===== src/design/stq_pkg.sv =====
`default_nettype none

package stq_pkg;

  localparam int STQ_DEPTH  = 8;
  localparam int STQ_IDX_W  = 3;
  localparam int STQ_ADDR_W = 36;

  typedef logic [STQ_IDX_W-1:0]  stq_idx_t;   // entry index.
  typedef logic [STQ_IDX_W:0]    stq_cnt_t;   // occupancy from 0 to STQ_DEPTH.
  typedef logic [STQ_ADDR_W-1:0] stq_addr_t;  // one line-address half.
  typedef logic [STQ_DEPTH-1:0]  stq_mask_t;  // one bit per entry.

  typedef enum logic [2:0] {
    STQ_NOP    = 3'd0,
    STQ_ALLOC  = 3'd1,  // write addresses at the tail.
    STQ_UPD    = 3'd2,  // store data written, by index.
    STQ_COMMIT = 3'd3,  // store retired, by index.
    STQ_DRAIN  = 3'd4,  // free the head entry.
    STQ_EXCPT  = 3'd5   // flush all stores not yet retired.
  } stq_op_e;

  typedef struct packed {
    stq_op_e   op;
    stq_idx_t  idx;
    stq_addr_t addr_e;
    stq_addr_t addr_o;
  } stq_cmd_t;

  typedef struct packed {
    logic      valid;
    stq_addr_t addr_e;
    stq_addr_t addr_o;
  } stq_chk_req_t;

  typedef struct packed {
    logic     valid;
    logic     hit_e;
    logic     hit_o;
    stq_idx_t idx;
  } stq_chk_rsp_t;

  typedef struct packed {
    stq_cnt_t count;
    logic     full;
    logic     empty;
    stq_idx_t head;
    stq_idx_t tail;
  } stq_status_t;

endpackage

`default_nettype wire


===== src/design/stq_entry.sv =====
`timescale 1ns/1ps
`default_nettype none

module stq_entry import stq_pkg::*; (
  input  logic         clk,
  input  logic         rst,
  input  logic         wr_en,
  input  stq_addr_t    wr_addr_e,
  input  stq_addr_t    wr_addr_o,
  input  logic         upd_en,
  input  logic         passe_en,
  input  logic         free_en,
  input  logic         flush_en,
  input  stq_chk_req_t chk0,
  input  stq_chk_req_t chk1,
  output logic [1:0]   match0,
  output logic [1:0]   match1,
  output logic         free,
  output logic         upd,
  output logic         passe
);

  stq_addr_t addr_e;
  stq_addr_t addr_o;
  logic      live;

  // only stores that are allocated and not yet retired can forward.
  assign live = ~free & ~passe;

  assign match0[0] = chk0.valid && (chk0.addr_e == addr_e) && live;
  assign match0[1] = chk0.valid && (chk0.addr_o == addr_o) && live;
  assign match1[0] = chk1.valid && (chk1.addr_e == addr_e) && live;
  assign match1[1] = chk1.valid && (chk1.addr_o == addr_o) && live;

  always_ff @(posedge clk) begin
    if (wr_en) begin
      addr_e <= wr_addr_e;
      addr_o <= wr_addr_o;
    end
  end

  // later statements take priority over earlier ones.
  always_ff @(posedge clk) begin
    if (rst) begin
      free  <= 1'b1;
      upd   <= 1'b1;
      passe <= 1'b0;
    end else begin
      if (wr_en) begin
        free  <= 1'b0;
        upd   <= 1'b0;
        passe <= 1'b0;
      end
      if (upd_en) upd <= 1'b1;  // data has arrived.
      if (passe_en) passe <= 1'b1;  // retired and waiting to drain.
      if (free_en) begin
        free  <= 1'b1;
        passe <= 1'b0;
      end
      if (flush_en) free <= 1'b1;  // speculative store squashed.
    end
  end

endmodule

`default_nettype wire


===== src/design/stq_entry_array.sv =====
`timescale 1ns/1ps
`default_nettype none

module stq_entry_array import stq_pkg::*; (
  input  logic         clk,
  input  logic         rst,
  input  stq_mask_t    wr_en,
  input  stq_mask_t    upd_en,
  input  stq_mask_t    passe_en,
  input  stq_mask_t    free_en,
  input  stq_mask_t    flush_en,
  input  stq_addr_t    wr_addr_e,
  input  stq_addr_t    wr_addr_o,
  input  stq_chk_req_t chk0,
  input  stq_chk_req_t chk1,
  output stq_mask_t    match0_e,
  output stq_mask_t    match0_o,
  output stq_mask_t    match1_e,
  output stq_mask_t    match1_o,
  output stq_mask_t    free,
  output stq_mask_t    upd,
  output stq_mask_t    passe
);

  for (genvar i = 0; i < STQ_DEPTH; i++) begin : g_entry
    logic [1:0] m0;
    logic [1:0] m1;

    stq_entry stq_entry_i (
      .clk       (clk),
      .rst       (rst),
      .wr_en     (wr_en[i]),
      .wr_addr_e (wr_addr_e),
      .wr_addr_o (wr_addr_o),
      .upd_en    (upd_en[i]),
      .passe_en  (passe_en[i]),
      .free_en   (free_en[i]),
      .flush_en  (flush_en[i]),
      .chk0      (chk0),
      .chk1      (chk1),
      .match0    (m0),
      .match1    (m1),
      .free      (free[i]),
      .upd       (upd[i]),
      .passe     (passe[i])
    );

    // bit 0 is the even half, bit 1 the odd half.
    assign match0_e[i] = m0[0];
    assign match0_o[i] = m0[1];
    assign match1_e[i] = m1[0];
    assign match1_o[i] = m1[1];
  end

endmodule

`default_nettype wire


===== src/design/stq_ring_ptr.sv =====
`timescale 1ns/1ps
`default_nettype none

module stq_ring_ptr import stq_pkg::*; (
  input  logic        clk,
  input  logic        rst,
  input  logic        push,
  input  logic        pop,
  input  logic        rewind,
  input  stq_mask_t   passe,
  output stq_status_t status
);

  stq_idx_t head_q;
  stq_idx_t tail_q;
  stq_cnt_t count_q;
  stq_cnt_t passe_cnt;

  function automatic stq_cnt_t popcount(input stq_mask_t m);
    stq_cnt_t cnt;
    cnt = '0;
    for (int i = 0; i < STQ_DEPTH; i++) begin
      cnt = cnt + stq_cnt_t'(m[i]);
    end
    return cnt;
  endfunction

  // retired stores sit contiguously from the head.
  assign passe_cnt = popcount(passe);

  always_ff @(posedge clk) begin
    if (rst) begin
      head_q  <= '0;
      tail_q  <= '0;
      count_q <= '0;
    end else if (rewind) begin
      tail_q  <= head_q + passe_cnt[STQ_IDX_W-1:0];  // just past the retired ones.
      count_q <= passe_cnt;
    end else begin
      if (push) tail_q <= tail_q + stq_idx_t'(1);
      if (pop) head_q <= head_q + stq_idx_t'(1);
      case ({push, pop})
        2'b10:   count_q <= count_q + stq_cnt_t'(1);
        2'b01:   count_q <= count_q - stq_cnt_t'(1);
        default: count_q <= count_q;  // none, or both at once.
      endcase
    end
  end

  always_comb begin
    status.count = count_q;
    status.full  = (count_q == stq_cnt_t'(STQ_DEPTH));
    status.empty = (count_q == '0);
    status.head  = head_q;
    status.tail  = tail_q;
  end

endmodule

`default_nettype wire


===== src/design/stq_cmd_decode.sv =====
`timescale 1ns/1ps
`default_nettype none

module stq_cmd_decode import stq_pkg::*; (
  input  logic        clk,
  input  logic        rst,
  input  stq_cmd_t    cmd,
  input  stq_status_t status,
  input  stq_mask_t   free,
  input  stq_mask_t   upd,
  input  stq_mask_t   passe,
  output stq_mask_t   wr_en,
  output stq_mask_t   upd_en,
  output stq_mask_t   passe_en,
  output stq_mask_t   free_en,
  output stq_mask_t   flush_en,
  output logic        push,
  output logic        pop,
  output logic        rewind,
  output logic        cmd_err,
  output stq_idx_t    alloc_idx
);

  logic illegal;

  function automatic stq_mask_t onehot(input stq_idx_t i);
    return stq_mask_t'(1) << i;
  endfunction

  always_comb begin
    illegal  = 1'b0;
    wr_en    = '0;
    upd_en   = '0;
    passe_en = '0;
    free_en  = '0;
    flush_en = '0;
    push     = 1'b0;
    pop      = 1'b0;
    rewind   = 1'b0;
    case (cmd.op)
      STQ_ALLOC: begin
        illegal = status.full;
        wr_en   = illegal ? '0 : onehot(status.tail);
        push    = ~illegal;
      end
      STQ_UPD: begin
        illegal = free[cmd.idx];
        upd_en  = illegal ? '0 : onehot(cmd.idx);
      end
      STQ_COMMIT: begin
        illegal  = free[cmd.idx] | ~upd[cmd.idx];  // data must be in first.
        passe_en = illegal ? '0 : onehot(cmd.idx);
      end
      STQ_DRAIN: begin
        illegal = status.empty | ~passe[status.head];
        free_en = illegal ? '0 : onehot(status.head);
        pop     = ~illegal;
      end
      STQ_EXCPT: begin
        flush_en = ~passe;  // everything not yet retired.
        rewind   = 1'b1;
      end
      default: illegal = 1'b0;  // nop and unused codes.
    endcase
  end

  always_ff @(posedge clk) begin
    if (rst) begin
      cmd_err   <= 1'b0;
      alloc_idx <= '0;
    end else begin
      cmd_err <= illegal;
      if (push) alloc_idx <= status.tail;
    end
  end

endmodule

`default_nettype wire


===== src/design/stq_match_select.sv =====
`timescale 1ns/1ps
`default_nettype none

module stq_match_select import stq_pkg::*; (
  input  logic         clk,
  input  logic         rst,
  input  logic         chk0_valid,
  input  logic         chk1_valid,
  input  stq_mask_t    match0_e,
  input  stq_mask_t    match0_o,
  input  stq_mask_t    match1_e,
  input  stq_mask_t    match1_o,
  input  stq_idx_t     tail,
  output stq_chk_rsp_t rsp0,
  output stq_chk_rsp_t rsp1
);

  stq_idx_t sel0;
  stq_idx_t sel1;

  // Bit k of the rotated mask is entry tail-1-k, so the lowest set bit
  // is the youngest matching store. Returns 0 when nothing matches.
  function automatic stq_idx_t find_youngest(input stq_mask_t m, input stq_idx_t t);
    stq_mask_t rot;
    stq_idx_t  sel;
    logic      found;
    sel   = '0;
    found = 1'b0;
    for (int k = 0; k < STQ_DEPTH; k++) begin
      rot[k] = m[t - stq_idx_t'(1) - stq_idx_t'(k)];
    end
    for (int k = 0; k < STQ_DEPTH; k++) begin
      if (rot[k] && !found) begin
        sel   = t - stq_idx_t'(1) - stq_idx_t'(k);
        found = 1'b1;
      end
    end
    return sel;
  endfunction

  assign sel0 = find_youngest(match0_e | match0_o, tail);
  assign sel1 = find_youngest(match1_e | match1_o, tail);

  always_ff @(posedge clk) begin
    if (rst) begin
      rsp0 <= '0;
      rsp1 <= '0;
    end else begin
      rsp0.valid <= chk0_valid;
      rsp0.hit_e <= |match0_e;
      rsp0.hit_o <= |match0_o;
      rsp0.idx   <= sel0;
      rsp1.valid <= chk1_valid;
      rsp1.hit_e <= |match1_e;
      rsp1.hit_o <= |match1_o;
      rsp1.idx   <= sel1;
    end
  end

endmodule

`default_nettype wire


===== src/design/stq_top.sv =====
`timescale 1ns/1ps
`default_nettype none

module stq_top import stq_pkg::*; (
  input  logic         clk,
  input  logic         rst,
  input  stq_cmd_t     cmd,
  input  stq_chk_req_t chk0,
  input  stq_chk_req_t chk1,
  output stq_chk_rsp_t rsp0,
  output stq_chk_rsp_t rsp1,
  output stq_status_t  status,
  output logic         cmd_err,
  output stq_idx_t     alloc_idx
);

  stq_mask_t wr_en;
  stq_mask_t upd_en;
  stq_mask_t passe_en;
  stq_mask_t free_en;
  stq_mask_t flush_en;
  stq_mask_t free;
  stq_mask_t upd;
  stq_mask_t passe;
  stq_mask_t match0_e;
  stq_mask_t match0_o;
  stq_mask_t match1_e;
  stq_mask_t match1_o;
  logic      push;
  logic      pop;
  logic      rewind;

  stq_cmd_decode stq_cmd_decode_i (
    .clk(clk), .rst(rst), .cmd(cmd), .status(status),
    .free(free), .upd(upd), .passe(passe),
    .wr_en(wr_en), .upd_en(upd_en), .passe_en(passe_en),
    .free_en(free_en), .flush_en(flush_en),
    .push(push), .pop(pop), .rewind(rewind),
    .cmd_err(cmd_err), .alloc_idx(alloc_idx)
  );

  stq_ring_ptr stq_ring_ptr_i (
    .clk(clk), .rst(rst), .push(push), .pop(pop), .rewind(rewind),
    .passe(passe), .status(status)
  );

  stq_entry_array stq_entry_array_i (
    .clk(clk), .rst(rst),
    .wr_en(wr_en), .upd_en(upd_en), .passe_en(passe_en),
    .free_en(free_en), .flush_en(flush_en),
    .wr_addr_e(cmd.addr_e), .wr_addr_o(cmd.addr_o),
    .chk0(chk0), .chk1(chk1),
    .match0_e(match0_e), .match0_o(match0_o),
    .match1_e(match1_e), .match1_o(match1_o),
    .free(free), .upd(upd), .passe(passe)
  );

  stq_match_select stq_match_select_i (
    .clk(clk), .rst(rst),
    .chk0_valid(chk0.valid), .chk1_valid(chk1.valid),
    .match0_e(match0_e), .match0_o(match0_o),
    .match1_e(match1_e), .match1_o(match1_o),
    .tail(status.tail),  // youngest store sits just below the tail.
    .rsp0(rsp0), .rsp1(rsp1)
  );

endmodule

`default_nettype wire


===== config.mk =====
export PLATFORM = sky130hd
export DESIGN_NAME = stq_top
export DESIGN_NICKNAME = d
export VERILOG_FILES = /design/src/design/stq_pkg.sv /design/src/design/stq_entry.sv /design/src/design/stq_entry_array.sv /design/src/design/stq_ring_ptr.sv /design/src/design/stq_cmd_decode.sv /design/src/design/stq_match_select.sv /design/src/design/stq_top.sv
export SDC_FILE = /design/constraint.sdc
export NUM_CORES = 2
export LEC_CHECK = 0
export ABC_AREA = 0
export BUFFER_PORTS_ARGS = -buffer_cell sky130_fd_sc_hd__buf_2
export CAP_MARGIN = 25
export CORE_AREA = 8 8 307 309
export DETAILED_ROUTE_END_ITERATION = 10
export DIE_AREA = 0 0 315 317
export PLACE_DENSITY_LB_ADDON = 0.15
export SKIP_CTS_REPAIR_TIMING = 1
export SYNTH_ARGS = -nofsm -noshare
export SYNTH_HDL_FRONTEND = slang
export SYNTH_SLANG_ARGS = --single-unit

===== constraint.sdc =====
create_clock -name clk -period 5 [get_ports clk]
set_input_delay 0.5 -clock clk [delete_from_list [all_inputs] [get_ports clk]]
set_output_delay 0.5 -clock clk [all_outputs]
set_load 0.005 [all_outputs]

==> out/qor_table.md <==
| Parameter | This run |
|:---|:---|
| RSZ-0062 raised after global routing | false |
| Drt pass-1 iters | 5 |
| Static Leak | 14.78 nW |
| Type of the tightest min-delay check | input port to flop |
| Power per cell area | 318.0 nW/um^2 |
| Cell count after synthesis | 2,818 |
| Routed Wire Length | 169.2 mm |
| Slew Viols, Final | 0 |
| Syn_nets | 3,070 |
| Number of cells traversed by the worst register-to-register path | 13 |
| Outcome | completed |
| Portion of the post-synthesis area used by sequential elements | 51.79% |
| Clock root cell | clkbuf_16 |
| Worst hold path startpoint | cmd[14] |
| Buffers on Ports | 253 |
| Async set-or-reset flop fraction in the synthesized netlist | 0% |
| Die footprint | 99,860 sq um |
| Row count | 110 |
| Remaining design rule violation count | 0 |
| Post-synthesis to final-layout area growth | 15.07% |
| CTS tree | yes |
| Number of global-route vias before repair | 25,900 |
| Overflow left after global routing | 0 |
| Worst setup slack after layout | 483.5 ps |
| Mean area per synthesized cell | 12.54 sq um |
| Overall routing resource usage | 33.02% |
| Critical path data required time | 5530 ps |
| Setup CP Type | flop to flop |
| Number of cells after detailed placement | 4,205 |
| Relative max-transition margin | 23.95% |
| Most frequent cell after synthesis | xor2_1 |
| Minimum setup slack after placement | -8.872 ps |
| Data arrival time at the worst-slack endpoint | 5050 ps |
| Syn Std Cell Area | 35,330 sq um |
| Skew final | 28.17 ps |
| Final RePlAce weighted congestion | 1.070 |
| Dominant register cell in the synthesized netlist | edfxtp_1 |
| Post-DR wirelength/cell | 38.94 um |
| Transition time at the pin with the least slew margin | 1141 ps |
| Largest net degree at the start of global routing | 53 |
| Via count | 25,590 |
| Starting density of the core | 39.55% |
| Number of I/O pins | 254 |
| Critical register-to-register path startpoint | stq_entry_array_i.g_entry[5].stq_entry_i.passe$_SDFFE_PP0P_ |
| Num CTS Buffers | 76 |
| Number of hold violations in the final report | 0 |
| Via density per instance | 5.888 |
| Yosys cell types | 78 |
| Startpoint type of the worst setup path | flop |
| Count of state elements after synthesis | 626 |
| Post-layout util | 45.52% |
| Total power draw | 12.93 mW |
| Largest vdd supply drop | 0.2389 mV |
| Highest clock rate | 221.4 MHz |
| Reg-to-reg endpoint | stq_match_select_i.rsp0[0]$_SDFF_PP0_ |
| Horiz. Die Dim | 315 um |
| Endpoints failing setup | 0 |
| Die H | 317 um |
| Fraction of final layout cells sized beyond drive strength 1 | 18.60% |
| Total of max-cap violations | 0 |
| H-tree levels | 3 |
| Final cell count without fillers | 4,345 |
| First-iteration detailed-routing DRC count | 3,426 |
| Number of enable flip-flop cells after synthesis | 576 |
| Area contributors post-synth | edfxtp_1 (49%), xor2_1 (27%), nor4_1 (4.3%) |
| Clock-pin slew on the worst setup and hold paths | 60 ps |
| Initial antenna violation count | 8 |
| Highest net fanout along the worst path | 6 |
| Yosys warnings | 0 |
| Post-detail-place hpwl | 132.3 mm |
| Number of nets at the end of the flow | 3,360 |
| Source-to-sink clock delay at the later pin of the worst-skew pair | 650 ps |
| CP Capture Type | flop |
| Number of cells traversed by the worst hold path | 1 |
| Number of buffers between clock root and the deepest sink | 3 |
| Placeable Area | 89,320 sq um |
| Clock period minus final worst setup slack | 4516 ps |
| Final clock period utilization by the worst path | 90.33% |
| First-pass GRT wire length | 224.4 mm |
| Remaining antenna violation count | 0 |
| Cell accounting for the most synthesized area | edfxtp_1 |
| Register-to-register path setup slack | 480 ps |
| Commonest cells in the netlist | xor2_1 (1,091), edfxtp_1 (576), nor4_1 (242), buf_2 (114), nor3_1 (77) |
| Proportion of netlist area held by the largest area contributor | 48.96% |
| CTS sink count | 626 |
through the flow:
stage / cell area, sq um / TNS [ps] / hold WS [ps]
floorplan: 35330 / 0 / 432.5
global placement: 38190 / -4.000 / 444.5
detailed placement: 38200 / -8.872 / 449.3
CTS: 40640 / 0 / 115.6
global route: 40650 / 0 / 149.2
finish: 40660 / 0 / 153.2
per-layer routing:
metal	wire (um)	track usage [%]
met5	41	0
met4	13650	22.60
met3	12250	4.794
met2	79070	54.36
met1	64180	40.10
worst max-delay path, stage by stage (launching register included):
cell and delay (ps):
dfxtp_1 370, or3b_1 630, nor3_1 950, nand4_1 210
nor4_2 420, buf_4 230, nor2_1 80, mux2_2 290
mux2_2 290, mux2i_1 240, buf_4 170, nand4_1 140
buf_4 180, a221oi_2 210
how the worst max path moves through the flow:
stage	slack (ps)	to	cells after the start	from
global placement	-4	stq_match_select_i.rsp1[2]$_SDFF_PP0_	13	chk1[41]
detailed placement	-9	stq_match_select_i.rsp1[2]$_SDFF_PP0_	13	chk1[41]
CTS	350	stq_match_select_i.rsp1[2]$_SDFF_PP0_	12	stq_entry_array_i.g_entry[5].stq_entry_i.addr_e[5]$_DFFE_PP_
finish	480	stq_match_select_i.rsp0[0]$_SDFF_PP0_	13	stq_entry_array_i.g_entry[5].stq_entry_i.passe$_SDFFE_PP0P_
floorplan	720	stq_match_select_i.rsp0[0]$_SDFF_PP0_	16	stq_ring_ptr_i.tail_q[0]$_SDFFE_PP0P_
global route	370	stq_match_select_i.rsp0[1]$_SDFF_PP0_	13	stq_entry_array_i.g_entry[5].stq_entry_i.passe$_SDFFE_PP0P_
layout by cell type, fill, tap and decap left out, types with 4 or more instances in the layout:
master,Yosys,routed
mux4_2,17,17
a22oi_1,7,7
nor4_2,21,22
nand4_1,65,65
mux2i_1,19,19
fa_1,6,6
clkinv_1,1,19
bufinv_16,0,7
inv_1,33,25
a21o_1,4,4
nor4_4,5,5
buf_2,114,256
xnor2_1,74,74
or3b_1,16,16
buf_12,0,4
ha_1,20,20
nor3_1,77,77
clkbuf_1,25,8
nor2_1,60,60
a31oi_1,5,5
dfxtp_1,50,50
clkinv_2,0,15
nor4_1,242,241
nand2_1,44,44
mux2_2,13,13
o211ai_1,9,9
xor2_1,1091,1091
nand3_1,39,39
clkbuf_16,0,78
a21oi_1,35,35
or2_2,13,13
edfxtp_1,576,576
inv_4,0,8
buf_4,27,126
a221o_1,7,7
o21ai_0,13,13
o22ai_1,6,6
nor2b_1,18,18
cell families (layout without fill, tap and decap cells):
kind of cell,count (synthesis),in the layout,share of synthesized area [%]
AOI/OAI and AO/OA,118,118,2.398
xor gates and xnor gates,1165,1165,28.88
adders and majority gates,26,26,1.048
buffers and inverters,209,557,3.021
DFF,626,626,51.79
muxes,52,52,2.203
other,0,3,0
and+or+nand+nor,622,622,10.66
power by group:
group	internal [mW]	leakage (nW)	switching (mW)	total, mW
registers	5.76	5.59	0.0315	5.79
clock network	3.24	1.21	2.37	5.61
logic	0.424	7.98	1.10	1.53
registers in the layout, summed over array words and instances, names as in the netlist:
signal and count:
stq_ring_ptr_i.head_q 3, stq_ring_ptr_i.tail_q 3, stq_entry_array_i.g_entry.stq_entry_i.addr_o 288, stq_entry_array_i.g_entry.stq_entry_i.free 8, stq_entry_array_i.g_entry.stq_entry_i.passe 8, stq_match_select_i.rsp1 6
stq_cmd_decode_i.alloc_idx 3, stq_entry_array_i.g_entry.stq_entry_i.upd 8, stq_entry_array_i.g_entry.stq_entry_i.addr_e 288, stq_ring_ptr_i.count_q 4, stq_cmd_decode_i.cmd_err 1, stq_match_select_i.rsp0 6
cell type report:
cell class                 instances  area [sq um]
antenna                            3         7.507
clock buffer                      88          2009
clock inverter                    48         439.2
fill                            8287         48670
inverter                          35         151.4
multi-input combinational       1983         15970
sequential                       626         18300
tap                             1176          1471
timing repair buffer             386          2307
No activity file was read; power rests on OpenSTA's default activity.
